===== src/logic/lsu_pkg.sv =====
/*
 * LSU shared definitions
 * Data and register index widths, vector types and the load/store
 * operation codes used between the decoder, the LSU and the data RAM
 */

package lsu_pkg;

  //////////////////////////////////////////////////
  // Widths
  //////////////////////////////////////////////////
  localparam int DATA_WIDTH     = 32;             // Data word and address width
  localparam int REG_ADDR_WIDTH = 5;              // x0..x31
  localparam int BYTE_LANES     = DATA_WIDTH / 8;
  localparam int LSU_CTRL_WIDTH = 4;              // {store, funct3}

  //////////////////////////////////////////////////
  // Vector types
  //////////////////////////////////////////////////
  typedef logic [DATA_WIDTH-1:0]     data_t;      // Data word or byte address
  typedef logic [REG_ADDR_WIDTH-1:0] reg_addr_t;  // Destination register
  typedef logic [BYTE_LANES-1:0]     byte_en_t;   // One enable per byte lane
  typedef logic [LSU_CTRL_WIDTH-1:0] lsu_ctrl_t;  // Operation code

  //////////////////////////////////////////////////
  // Operation codes
  //////////////////////////////////////////////////
  // Low three bits follow the RISC-V funct3 field
  // Top bit set marks a store

  // Signed loads
  localparam lsu_ctrl_t LSU_LOAD_BYTE        = 4'b0000;
  localparam lsu_ctrl_t LSU_LOAD_HALF_WORD   = 4'b0001;
  localparam lsu_ctrl_t LSU_LOAD_WORD        = 4'b0010;

  // Unsigned loads
  localparam lsu_ctrl_t LSU_LOAD_BYTE_U      = 4'b0100;
  localparam lsu_ctrl_t LSU_LOAD_HALF_WORD_U = 4'b0101;

  // Stores
  localparam lsu_ctrl_t LSU_STORE_BYTE       = 4'b1000;
  localparam lsu_ctrl_t LSU_STORE_HALF_WORD  = 4'b1001;
  localparam lsu_ctrl_t LSU_STORE_WORD       = 4'b1010;

endpackage : lsu_pkg


===== src/logic/lsu_store_align.sv =====
/*
 * Store aligner
 * Steers store bytes and halfwords onto the addressed byte lanes
 * and builds the matching RAM byte write enables
 */

module lsu_store_align (
  input  lsu_pkg::lsu_ctrl_t ctrl_i,      // Operation code
  input  logic [1:0]         byte_off_i,  // Address bits 1:0
  input  lsu_pkg::data_t     wdata_i,     // Store data, right-aligned
  output lsu_pkg::byte_en_t  we_o,        // Byte lane enables
  output lsu_pkg::data_t     wdata_o      // Lane-steered store data
);
  import lsu_pkg::*;

  logic [7:0]  st_byte;   // Low byte of the store data
  logic [15:0] st_half;   // Low halfword of the store data

  assign st_byte = wdata_i[7:0];
  assign st_half = wdata_i[15:0];

  //////////////////////////////////////////////////
  // Lane steering
  //////////////////////////////////////////////////
  always_comb begin
    we_o    = '0;                         // Loads and unknown codes write nothing
    wdata_o = '0;
    case (ctrl_i)
      LSU_STORE_BYTE: begin
        // One lane, picked by both offset bits
        we_o    = byte_en_t'(1) << byte_off_i;
        wdata_o = data_t'(st_byte) << {byte_off_i, 3'b000};
      end
      LSU_STORE_HALF_WORD: begin
        // Bit 0 ignored, no misalignment handling
        if (byte_off_i[1]) begin
          we_o    = 4'b1100;              // Upper half
          wdata_o = {st_half, 16'h0000};
        end else begin
          we_o    = 4'b0011;              // Lower half
          wdata_o = {16'h0000, st_half};
        end
      end
      LSU_STORE_WORD: begin
        we_o    = '1;                     // Offset ignored
        wdata_o = wdata_i;
      end
      default: begin
        we_o    = '0;
        wdata_o = '0;
      end
    endcase
  end

endmodule : lsu_store_align


===== src/logic/lsu_load_align.sv =====
/*
 * Load aligner
 * Picks the addressed byte or halfword out of a RAM word and
 * zero- or sign-extends it to a full register value
 */

module lsu_load_align (
  input  lsu_pkg::lsu_ctrl_t ctrl_i,      // Load operation code
  input  logic [1:0]         byte_off_i,  // Address bits 1:0 of the load
  input  lsu_pkg::data_t     word_i,      // Word as read from RAM
  output lsu_pkg::data_t     data_o       // Register file value
);
  import lsu_pkg::*;

  logic [7:0]  sel_byte;  // Addressed byte
  logic [15:0] sel_half;  // Addressed halfword

  //////////////////////////////////////////////////
  // Lane select
  //////////////////////////////////////////////////
  always_comb begin
    case (byte_off_i)
      2'd0:    sel_byte = word_i[7:0];
      2'd1:    sel_byte = word_i[15:8];
      2'd2:    sel_byte = word_i[23:16];
      default: sel_byte = word_i[31:24];
    endcase
  end

  // Halfwords only look at bit 1
  assign sel_half = byte_off_i[1] ? word_i[31:16] : word_i[15:0];

  //////////////////////////////////////////////////
  // Extension
  //////////////////////////////////////////////////
  always_comb begin
    case (ctrl_i)
      LSU_LOAD_BYTE: begin
        // Replicate bit 7 into the upper bits
        data_o = {{(DATA_WIDTH-8){sel_byte[7]}}, sel_byte};
      end
      LSU_LOAD_BYTE_U: begin
        data_o = {{(DATA_WIDTH-8){1'b0}}, sel_byte};
      end
      LSU_LOAD_HALF_WORD: begin
        // Replicate bit 15 into the upper bits
        data_o = {{(DATA_WIDTH-16){sel_half[15]}}, sel_half};
      end
      LSU_LOAD_HALF_WORD_U: begin
        data_o = {{(DATA_WIDTH-16){1'b0}}, sel_half};
      end
      LSU_LOAD_WORD: begin
        data_o = word_i;                  // Whole word, offset ignored
      end
      default: begin
        data_o = '0;                      // Stores never reach writeback
      end
    endcase
  end

endmodule : lsu_load_align


===== src/logic/lsu.sv =====
/*
 * Load-store unit
 * Accepts one request at a time, drives the block RAM port and
 * sequences loads through IDLE, READ and CAPTURE to the writeback port
 */

module lsu (
  input  logic                clk_i,
  input  logic                rstn_i,

  // Decoder/ALU side
  input  logic                ctrl_valid_i,
  input  lsu_pkg::lsu_ctrl_t  ctrl_i,
  input  lsu_pkg::data_t      addr_i,       // Byte address
  input  lsu_pkg::data_t      wdata_i,      // Store data
  input  lsu_pkg::reg_addr_t  regdest_i,    // Load destination register
  output logic                ready_o,

  // Register file writeback
  output lsu_pkg::data_t      rdata_o,
  output logic                rf_wb_o,      // One-cycle write pulse
  output lsu_pkg::reg_addr_t  regdest_o,

  // Block RAM port
  output lsu_pkg::data_t      mem_addr_o,
  output lsu_pkg::byte_en_t   mem_we_o,
  output lsu_pkg::data_t      mem_wdata_o,
  input  lsu_pkg::data_t      mem_rdata_i
);
  import lsu_pkg::*;

  typedef enum logic [1:0] {
    IDLE,     // Free for a new request
    READ,     // RAM is reading the registered address
    CAPTURE   // RAM output valid, captured at the next edge
  } load_state_t;

  load_state_t state_q, state_d;

  logic        accept;      // Request taken this edge
  logic        is_store;
  byte_en_t    st_we;       // Enables from the store aligner
  data_t       st_wdata;    // Steered store data

  // Pending load, saved at acceptance
  lsu_ctrl_t   ld_ctrl_q;
  logic [1:0]  ld_off_q;
  reg_addr_t   ld_rd_q;

  // Completed load, held until the next one finishes
  lsu_ctrl_t   wb_ctrl_q;
  logic [1:0]  wb_off_q;
  data_t       word_q;

  assign ready_o  = (state_q == IDLE);
  assign accept   = ctrl_valid_i & ready_o;
  assign is_store = ctrl_i[LSU_CTRL_WIDTH-1];  // Top bit marks stores

  //////////////////////////////////////////////////
  // Store path
  //////////////////////////////////////////////////
  lsu_store_align u_store_align (
    .ctrl_i     (ctrl_i),
    .byte_off_i (addr_i[1:0]),
    .wdata_i    (wdata_i),
    .we_o       (st_we),
    .wdata_o    (st_wdata)
  );

  // Enables only live for one cycle after an accepted store
  always_ff @(posedge clk_i) begin
    if (!rstn_i) begin
      mem_we_o <= '0;
    end else begin
      mem_we_o <= accept ? st_we : '0;
    end
  end

  // Address and data follow every accepted request
  always_ff @(posedge clk_i) begin
    if (accept) begin
      mem_addr_o  <= addr_i;
      mem_wdata_o <= st_wdata;
    end
  end

  //////////////////////////////////////////////////
  // Load sequencing
  //////////////////////////////////////////////////
  always_comb begin
    state_d = state_q;
    case (state_q)
      IDLE:    if (accept && !is_store) state_d = READ;
      READ:    state_d = CAPTURE;  // RAM samples the address here
      CAPTURE: state_d = IDLE;     // Word captured, ready again
      default: state_d = IDLE;
    endcase
  end

  always_ff @(posedge clk_i) begin
    if (!rstn_i) begin
      state_q <= IDLE;
      rf_wb_o <= 1'b0;
    end else begin
      state_q <= state_d;
      rf_wb_o <= (state_q == CAPTURE);  // Pulse with the captured word
    end
  end

  // Remember what the load wants
  always_ff @(posedge clk_i) begin
    if (accept && !is_store) begin
      ld_ctrl_q <= ctrl_i;
      ld_off_q  <= addr_i[1:0];
      ld_rd_q   <= regdest_i;
    end
  end

  // Capture RAM word and hand the request over to writeback
  always_ff @(posedge clk_i) begin
    if (state_q == CAPTURE) begin
      word_q    <= mem_rdata_i;
      wb_ctrl_q <= ld_ctrl_q;
      wb_off_q  <= ld_off_q;
      regdest_o <= ld_rd_q;
    end
  end

  //////////////////////////////////////////////////
  // Load path
  //////////////////////////////////////////////////
  lsu_load_align u_load_align (
    .ctrl_i     (wb_ctrl_q),
    .byte_off_i (wb_off_q),
    .word_i     (word_q),
    .data_o     (rdata_o)
  );

endmodule : lsu


===== src/logic/data_ram.sv =====
/*
 * Data RAM
 * Single-port word RAM with byte write enables and a registered
 * read, read register unchanged during writes (no-change mode)
 */

module data_ram #(
  parameter int RAM_DEPTH = 64              // Words, power of two
) (
  input  logic              clk_i,
  input  lsu_pkg::data_t    addr_i,         // Byte address
  input  lsu_pkg::byte_en_t we_i,           // Per-lane write enables
  input  lsu_pkg::data_t    wdata_i,
  output lsu_pkg::data_t    rdata_o         // One cycle after the address
);
  import lsu_pkg::*;

  localparam int IDX_WIDTH = $clog2(RAM_DEPTH);

  // Word index must cover the whole array exactly
  if ((1 << IDX_WIDTH) != RAM_DEPTH || RAM_DEPTH < 2) begin : g_depth_check
    $error("data_ram: RAM_DEPTH must be a power of two, at least 2");
  end

  data_t                mem [RAM_DEPTH];    // Storage, contents not reset
  logic [IDX_WIDTH-1:0] word_idx;

  // Drop byte offset, keep the bits the depth needs
  assign word_idx = addr_i[IDX_WIDTH+1:2];

  //////////////////////////////////////////////////
  // Write port
  //////////////////////////////////////////////////
  always_ff @(posedge clk_i) begin
    for (int lane = 0; lane < BYTE_LANES; lane++) begin
      if (we_i[lane]) begin
        mem[word_idx][8*lane +: 8] <= wdata_i[8*lane +: 8];
      end
    end
  end

  //////////////////////////////////////////////////
  // Read port
  //////////////////////////////////////////////////
  // Output register holds its value on any write cycle
  always_ff @(posedge clk_i) begin
    if (we_i == '0) begin
      rdata_o <= mem[word_idx];
    end
  end

endmodule : data_ram


===== src/logic/lsu_top.sv =====
/*
 * LSU top level
 * Load-store unit wired to its single-port data RAM
 */

module lsu_top #(
  parameter int RAM_DEPTH = 64                // Data RAM words
) (
  input  logic                clk_i,
  input  logic                rstn_i,

  // Decoder/ALU side
  input  logic                ctrl_valid_i,
  input  lsu_pkg::lsu_ctrl_t  ctrl_i,
  input  lsu_pkg::data_t      addr_i,
  input  lsu_pkg::data_t      wdata_i,
  input  lsu_pkg::reg_addr_t  regdest_i,
  output logic                ready_o,

  // Register file writeback
  output lsu_pkg::data_t      rdata_o,
  output logic                rf_wb_o,
  output lsu_pkg::reg_addr_t  regdest_o
);
  import lsu_pkg::*;

  // LSU to RAM
  data_t    mem_addr;
  byte_en_t mem_we;
  data_t    mem_wdata;
  data_t    mem_rdata;

  //////////////////////////////////////////////////
  // Load-store unit
  //////////////////////////////////////////////////
  lsu u_lsu (
    .clk_i        (clk_i),
    .rstn_i       (rstn_i),
    .ctrl_valid_i (ctrl_valid_i),
    .ctrl_i       (ctrl_i),
    .addr_i       (addr_i),
    .wdata_i      (wdata_i),
    .regdest_i    (regdest_i),
    .ready_o      (ready_o),
    .rdata_o      (rdata_o),
    .rf_wb_o      (rf_wb_o),
    .regdest_o    (regdest_o),
    .mem_addr_o   (mem_addr),
    .mem_we_o     (mem_we),
    .mem_wdata_o  (mem_wdata),
    .mem_rdata_i  (mem_rdata)
  );

  //////////////////////////////////////////////////
  // Data RAM
  //////////////////////////////////////////////////
  data_ram #(
    .RAM_DEPTH (RAM_DEPTH)
  ) u_data_ram (
    .clk_i   (clk_i),
    .addr_i  (mem_addr),
    .we_i    (mem_we),
    .wdata_i (mem_wdata),
    .rdata_o (mem_rdata)
  );

endmodule : lsu_top


===== config.mk =====
export PLATFORM = sky130hd
export DESIGN_NAME = lsu_top
export DESIGN_NICKNAME = d
export VERILOG_FILES = /design/src/logic/lsu_pkg.sv /design/src/logic/lsu_store_align.sv /design/src/logic/lsu_load_align.sv /design/src/logic/lsu.sv /design/src/logic/data_ram.sv /design/src/logic/lsu_top.sv
export SDC_FILE = /design/constraint.sdc
export NUM_CORES = 2
export LEC_CHECK = 0
export ABC_AREA = 1
export BUFFER_PORTS_ARGS = -buffer_cell sky130_fd_sc_hd__clkbuf_2
export CAP_MARGIN = 20
export CORE_MARGIN = 5
export CORE_UTILIZATION = 31
export DETAILED_ROUTE_END_ITERATION = 6
export PLACE_DENSITY = 0.48
export SYNTH_ARGS = -nofsm -noshare
export SYNTH_HDL_FRONTEND = slang
export SYNTH_SLANG_ARGS = --single-unit

===== constraint.sdc =====
create_clock -name clk_i -period 9.48 [get_ports clk_i]
set_clock_uncertainty 0.1 [all_clocks]
set_input_delay 1.896 -clock clk_i [delete_from_list [all_inputs] [get_ports clk_i]]
set_output_delay 1.896 -clock clk_i [all_outputs]
set_load 0.05 [all_outputs]

==> After elaboration in Yosys (flattened, before gate mapping) <==
Memory sizes are Yosys's and may differ from the RTL's. A register that Yosys moved wholly into a read port is not among the register bits.
Index checks and enable logic that the tools add are counted.
{ "op_classes": {"n_addsub": 0, "multipliers": 0, "div_mod_pow": 0, "magnitude_cmp": 0, "eq_ne": 12, "shifts": 2, "mux": 17, "n_bitwise": 1, "reduce_logical": 7} }
{ "op_table": {"columns": ["cell", "count"], "rows": [
  ["$pmux W32 S5", 1],
  ["$pmux W32 S3", 1],
  ["$mux W32", 1],
  ["$shl A8 B5 Y32", 1],
  ["$pmux W8 S3", 1],
  ["$mux W16", 1],
  ["$eq A4 B4 Y1 const B", 3],
  ["$pmux W4 S3", 1],
  ["$eq A4 B3 Y1 const B", 2],
  ["$logic_not A4 Y1", 2],
  ["$mux W1", 8],
  ["$eq A2 B1 Y1 const B", 2],
  ["$eq A2 B2 Y1 const B", 2],
  ["$eq A4 B1 Y1 const B", 1],
  ["$eq A4 B2 Y1 const B", 1],
  ["$logic_not A2 Y1", 2],
  ["$mux W4", 1],
  ["$pmux W2 S2", 1],
  ["$shl A1 B2 Y4 const A", 1],
  ["$mux W2", 1],
  ["$ne A2 B2 Y1 const B", 1],
  ["$reduce_and A2 Y1", 1],
  ["$and A1 B1 Y1", 1],
  ["$logic_and A1 B1 Y1", 1],
  ["$logic_not A1 Y1", 1]
]} }
{ "totals": {"regBits": 101, "latchBits": 0, "ram_bits": 2048, "romBits": 0, "in_bits": 76, "out_inout_bits": 39, "n_memories": 1} }
{ "memory_table": {"columns": ["memory", "words", "width", "read_ports", "rd_clocked_by_memory_dff", "wr", "line", "source"], "rows": [
  ["u_data_ram.mem", 64, 32, 1, 1, 1, "data_ram.sv:25", "data_t mem [RAM_DEPTH];"]
]} }

==> Longest topological paths before layout <==
{ "logic_depth": {"word_depth": 5, "mapped_depth": 11, "ltp_nobuf": 8} }

==> Modules after synthesis <==
From an unflattened synthesis, not the netlist that was laid out.
{ "hier_totals": {"cells_unflattened": 9385, "area_unflattened_um2": 94065.2} }
{ "by_module_without_submodules": {"columns": ["module", "instances", "cells_each", "area_per_inst_um2"], "rows": [
  ["data_ram", 1, 8721, 87848.0],
  ["lsu", 1, 144, 3772.4],
  ["lsu_store_align", 1, 293, 1351.3],
  ["lsu_load_align", 1, 227, 1093.5]
]} }

==> Worst setup path after synthesis <==
No wires, ideal clock.
{ "synth_path": {"path_type": "register -> output", "startpoint": "register u_lsu.wb_off_q[1]", "endpoint": "output rdata_o[1]", "arrival_ns": 2.205, "required_time_ns": 7.484, "path_slack_ns": 5.279, "stages_incl_launch_ff": 7, "path_buffers": 2, "cell_sequence": "edfxtp_1 -> clkbuf_1 -> buf_2 -> nand2_1 -> a22oi_1 -> a21oi_1 -> o21ai_0"} }
{ "synth_via": {"elab_chain_len": 3, "word_cells_on_any_way": 6, "cone_classes": "eq/ne (2); mux (3); reduce/logical (1)"} }
{ "synth_lines": {"columns": ["item", "line", "source"], "rows": [
  ["start: declaration", "lsu.sv:52", "logic [1:0] wb_off_q;"],
  ["start signal: assignment", "lsu.sv:124", "wb_off_q <= ld_off_q;"],
  ["$eq A2 B2 Y1, or another cell as far along", "lsu_load_align.sv:22", "case (byte_off_i)"],
  ["$pmux W8 S3", "lsu_load_align.sv:22", null],
  ["$pmux W32 S5 (*)", "lsu_load_align.sv:37", "case (ctrl_i)"],
  ["end: declaration", "lsu_top.sv:21", "output lsu_pkg::data_t rdata_o,"]
]} }
Mark *: on every way between the ends. The rest lies on a longest branch, timed or not.

==> Final worst setup path <==
{ "layout_path": {"startpoint": "register u_lsu.wb_off_q[1]", "endpoint": "output rdata_o[12]"} }
Same word-level chain as after synthesis.

==> metrics.log <==
INFO  metric status = finished, violations left
INFO  metric violations = DRC
INFO  metric grt_pass1_vias = 56300
INFO  metric antenna_left = 0
INFO  metric worst-slew-pin-transition = 1460 ps
INFO  metric drt-total-wl = 273000 um
INFO  metric power.density_cell_area = 196 nW/um^2
INFO  metric post_route_cells_drive_above_1_share = 0.0625
INFO  metric cts_sinks = 2179
INFO  metric holdCritStartpoint = u_lsu.ld_rd_q[0]
INFO  metric dpl-instance-area = 98400 um^2
INFO  metric p_leak = 0.0448 uW
INFO  metric finalWorstPathRequiredPeriod = 5400 ps
INFO  metric synth.yosys.seq_area_share = 0.694
INFO  metric cts_max_path_buffers = 3
INFO  metric multiInputGateArea = 19600 um^2
INFO  metric core_area = 303000 um^2
INFO  metric finish.utilization = 0.349
INFO  metric finalHoldWorstSlack = 318 ps
INFO  metric floorplan.initialDensity = 0.311
INFO  metric synth.lib_cells_used.distinct = 35
INFO  metric cp_slowest_cell = sky130_fd_sc_hd__edfxtp_1
INFO  metric setup_viol = 0
INFO  metric synth_enable_flop_cells = 2172
INFO  metric number_of_antenna_violations_at_the_first_check_in_global_routing = 24
INFO  metric fillCellCount = 29900
INFO  metric vdd.ir_drop.worst = 156 uV
INFO  metric layout.nets = 9185
INFO  metric clkTransAtPathRegs = 60 ps
INFO  metric syn_area_per_cell = 10.3 um^2
INFO  metric arrival_time_of_the_worst_setup_path = 3400 ps
INFO  metric remaining_global_route_overflow = 0
INFO  metric wl_per_cell = 20.5 um
INFO  metric numPortBuffers = 90
INFO  metric synth.cell_area = 94100 um^2
INFO  metric ff_latch_area = 65400 um^2
INFO  metric final_estimated_routing_congestion_in_global_placement = 0.796
INFO  metric grt_start_max_net_pins = 213
INFO  metric yosys_warns = 0
INFO  metric dominantRegCellSynth = sky130_fd_sc_hd__edfxtp_1
INFO  metric crit_path_end_kind = output port
INFO  metric drt_iter0_markers = 5892
INFO  metric io_pins = 115
INFO  metric synthesized_instance_count = 9117
INFO  metric asyncSetResetFlopFracSynth = 0
INFO  metric avgViaCountPerCell = 4.52
INFO  metric grt_usage = 0.169
INFO  metric cts_repair_resize_count = 0
INFO  metric timing.critical_path.max_delay_family = flip-flops
INFO  metric floorplan.die.height = 561 um
INFO  metric fp.dieW = 561 um
INFO  metric total_count_of_hold_check_failures_in_the_final_report = 0
INFO  metric worstPathCellList = o21ai_0, a21oi_1, nand2_1, o211ai_1, clkbuf_2
INFO  metric critical_path_buf_inv_count = 1
INFO  metric dpl.hpwl = 154000 um
INFO  metric ys_seq_elements = 2179
INFO  metric crit_type = reg -> out
INFO  metric area.growth.synth_to_final = 12.3%
INFO  metric maxCapViolCount = 0
INFO  metric critPathLaunch = u_lsu.wb_off_q[1]
INFO  metric tritoncts.num_buffers = 226
INFO  metric cts_root_buf = sky130_fd_sc_hd__clkbuf_16
INFO  metric final_min_period_over_clock_period = 0.569
INFO  metric start_kind = flip-flop
INFO  metric total_count_of_max_transition_violations_in_the_final_report = 0
INFO  metric timing.rr.start = u_lsu.mem_addr_o[5]
INFO  metric firstDrtPassIters = 7
INFO  metric total_number_of_h_tree_levels = 4
INFO  metric post-layout-total-power = 20700 uW
INFO  metric row_count = 202
INFO  metric cts_tree = built
INFO  metric die_footprint = 315000 um^2
INFO  metric crit_path_max_fanout = 32
INFO  metric hold_path.class = reg -> reg
INFO  metric via_total_after_detailed_routing = 60100
INFO  metric post-cts-setup-buffers = 0
INFO  metric clock_latency_reported_for_the_late_side_of_the_worst_skew_pair = 870 ps
INFO  metric grt_pass1_wl = 393000 um
INFO  metric worst_ep_required_time = 7480 ps
INFO  metric post_cts_hold_buffer_count = 0
INFO  metric postLayoutCellArea = 106000 um^2
INFO  metric rsz0062_at_grt = false
INFO  metric worst_slew_margin_rel = 0.0287
INFO  metric cpPeakStageDelay = 910 ps
INFO  metric drcViolationCount = 3
INFO  metric synth_fp_nets = 9193
INFO  metric fmax = 185 MHz
INFO  metric fin_setup_tns = 0 ps
-- per-stage QoR --
stage | setup WS (ps) | std cells
3_3_place_gp | 4990 | 12900
4_1_cts | 4030 | 13300
6_report | 4080 | 13300
5_1_grt | 3780 | 13300
2_1_floorplan | 5280 | 9117
3_5_place_dp | 5000 | 12900
-- logic make-up (layout without fill, tap and decap cells) --
kind of cell,count (synthesis),in the layout,synth area share
flops,2179,2179,0.694
buf+inv,2339,2520,0.0979
simple gates,4226,4226,0.186
other cells,0,9,0
compound gates,373,373,0.0219
-- area by class of cell --
cell class	count	area share
repair buffers	173	0.0116
clock buffers	280	0.0564
multi-input cells	4599	0.186
well taps	3978	0.0471
clock inverters	137	0.0120
inverters	1930	0.0688
diodes	9	0.000213
flip-flops and latches	2179	0.618
-- synthesized netlist by cell type, types with 3 or more instances --
| library cell | n | area share |
|---|---|---|
| sky130_fd_sc_hd__inv_2 | 7 | 0.00028 |
| sky130_fd_sc_hd__nand2_1 | 2686 | 0.11 |
| sky130_fd_sc_hd__o221ai_1 | 9 | 0.00084 |
| sky130_fd_sc_hd__buf_6 | 3 | 0.00036 |
| sky130_fd_sc_hd__or2_1 | 53 | 0.0035 |
| sky130_fd_sc_hd__buf_1 | 4 | 0.00016 |
| sky130_fd_sc_hd__nor2_1 | 417 | 0.017 |
| sky130_fd_sc_hd__a21oi_1 | 12 | 0.00064 |
| sky130_fd_sc_hd__a22oi_1 | 5 | 0.00040 |
| sky130_fd_sc_hd__o22ai_1 | 16 | 0.0011 |
| sky130_fd_sc_hd__inv_1 | 1921 | 0.077 |
| sky130_fd_sc_hd__o21ai_1 | 194 | 0.010 |
| sky130_fd_sc_hd__edfxtp_1 | 2172 | 0.69 |
| sky130_fd_sc_hd__dfxtp_1 | 7 | 0.0015 |
| sky130_fd_sc_hd__nor2_2 | 5 | 0.00033 |
| sky130_fd_sc_hd__clkbuf_1 | 96 | 0.0038 |
| sky130_fd_sc_hd__o21ai_0 | 86 | 0.0046 |
| sky130_fd_sc_hd__nor3_1 | 10 | 0.00053 |
| sky130_fd_sc_hd__o211ai_1 | 49 | 0.0039 |
| sky130_fd_sc_hd__nand3_1 | 971 | 0.052 |
| sky130_fd_sc_hd__or2_0 | 6 | 0.00040 |
| sky130_fd_sc_hd__buf_2 | 294 | 0.016 |
| sky130_fd_sc_hd__buf_4 | 12 | 0.00096 |
| sky130_fd_sc_hd__or2_2 | 65 | 0.0043 |
| sky130_fd_sc_hd__nor2_4 | 5 | 0.00060 |
-- flip-flops by register name (all words and copies together), names as in the netlist --
| name | flops |
|---|---|
| u_lsu.state_q | 2 |
| u_lsu.regdest_o | 5 |
| u_lsu.ld_ctrl_q | 4 |
| u_data_ram.rdata_o | 32 |
| u_lsu.ld_off_q | 2 |
| u_lsu.wb_ctrl_q | 4 |
| u_lsu.mem_addr_o | 6 |
| u_lsu.rf_wb_o | 1 |
| u_lsu.mem_we_o | 4 |
| u_lsu.ld_rd_q | 5 |
| u_lsu.word_q | 32 |
| u_lsu.mem_wdata_o | 32 |
| u_lsu.wb_off_q | 2 |
| u_data_ram.mem | 2048 |
-- metal layers --
layer | GRT usage | part of all wire
met2 | 0.267 | 0.45
met4 | 0.0533 | 0.033
met3 | 0.0272 | 0.065
met5 | 0 | 0
met1 | 0.238 | 0.45
-- placed cells by master (no fill, tap or decap), types with 3 or more instances in the layout --
master,netlist,routed
sky130_fd_sc_hd__nand2_1,2686,2685
sky130_fd_sc_hd__edfxtp_1,2172,2172
sky130_fd_sc_hd__inv_1,1921,1920
sky130_fd_sc_hd__nand3_1,971,971
sky130_fd_sc_hd__nor2_1,417,415
sky130_fd_sc_hd__clkbuf_16,0,231
sky130_fd_sc_hd__o21ai_1,194,194
sky130_fd_sc_hd__clkbuf_2,0,90
sky130_fd_sc_hd__o21ai_0,86,86
sky130_fd_sc_hd__buf_4,12,71
sky130_fd_sc_hd__or2_2,65,65
sky130_fd_sc_hd__clkinv_1,1,58
sky130_fd_sc_hd__or2_1,53,53
sky130_fd_sc_hd__o211ai_1,49,49
sky130_fd_sc_hd__clkbuf_1,96,49
sky130_fd_sc_hd__clkinv_2,0,45
sky130_fd_sc_hd__bufinv_16,0,23
sky130_fd_sc_hd__o22ai_1,16,16
sky130_fd_sc_hd__a21oi_1,12,12
sky130_fd_sc_hd__buf_12,0,11
sky130_fd_sc_hd__diode_2,0,9
sky130_fd_sc_hd__o221ai_1,9,9
sky130_fd_sc_hd__nor2_4,5,9
sky130_fd_sc_hd__nor3_2,1,9
sky130_fd_sc_hd__inv_2,7,7
sky130_fd_sc_hd__dfxtp_1,7,7
sky130_fd_sc_hd__or2_0,6,6
sky130_fd_sc_hd__inv_6,0,6
sky130_fd_sc_hd__a22oi_1,5,5
sky130_fd_sc_hd__inv_16,0,3
sky130_fd_sc_hd__nor2_2,5,3
-- final timing paths --
| path | endpoint | cells past startpoint | slack (ps) |
|---|---|---|---|
| setup / recovery | rdata_o[12] | 5 | 4080 |
| hold / removal | u_lsu.regdest_o[0] | 0 | 320 |
| setup reg to reg | u_data_ram.mem[3][25] | 4 | 4810 |
| hold reg to reg | u_lsu.regdest_o[0] | 0 | 320 |
-- worst reg2reg max path, cell delays in order (launching register included) --
cell                       delay [ps]
sky130_fd_sc_hd__edfxtp_1         520
sky130_fd_sc_hd__nor3_2           940
sky130_fd_sc_hd__buf_4            660
sky130_fd_sc_hd__nand2_1          950
sky130_fd_sc_hd__nor2_1          1100
-- power by group --
group          internal (uW)  switching (uW)  leakage, uW  total, uW
Combinational            227             925       0.0214       1150
Clock                   5060            3730      0.00356       8790
Sequential             10700            37.0       0.0198      10700
No activity file was read; power rests on OpenSTA's default activity.
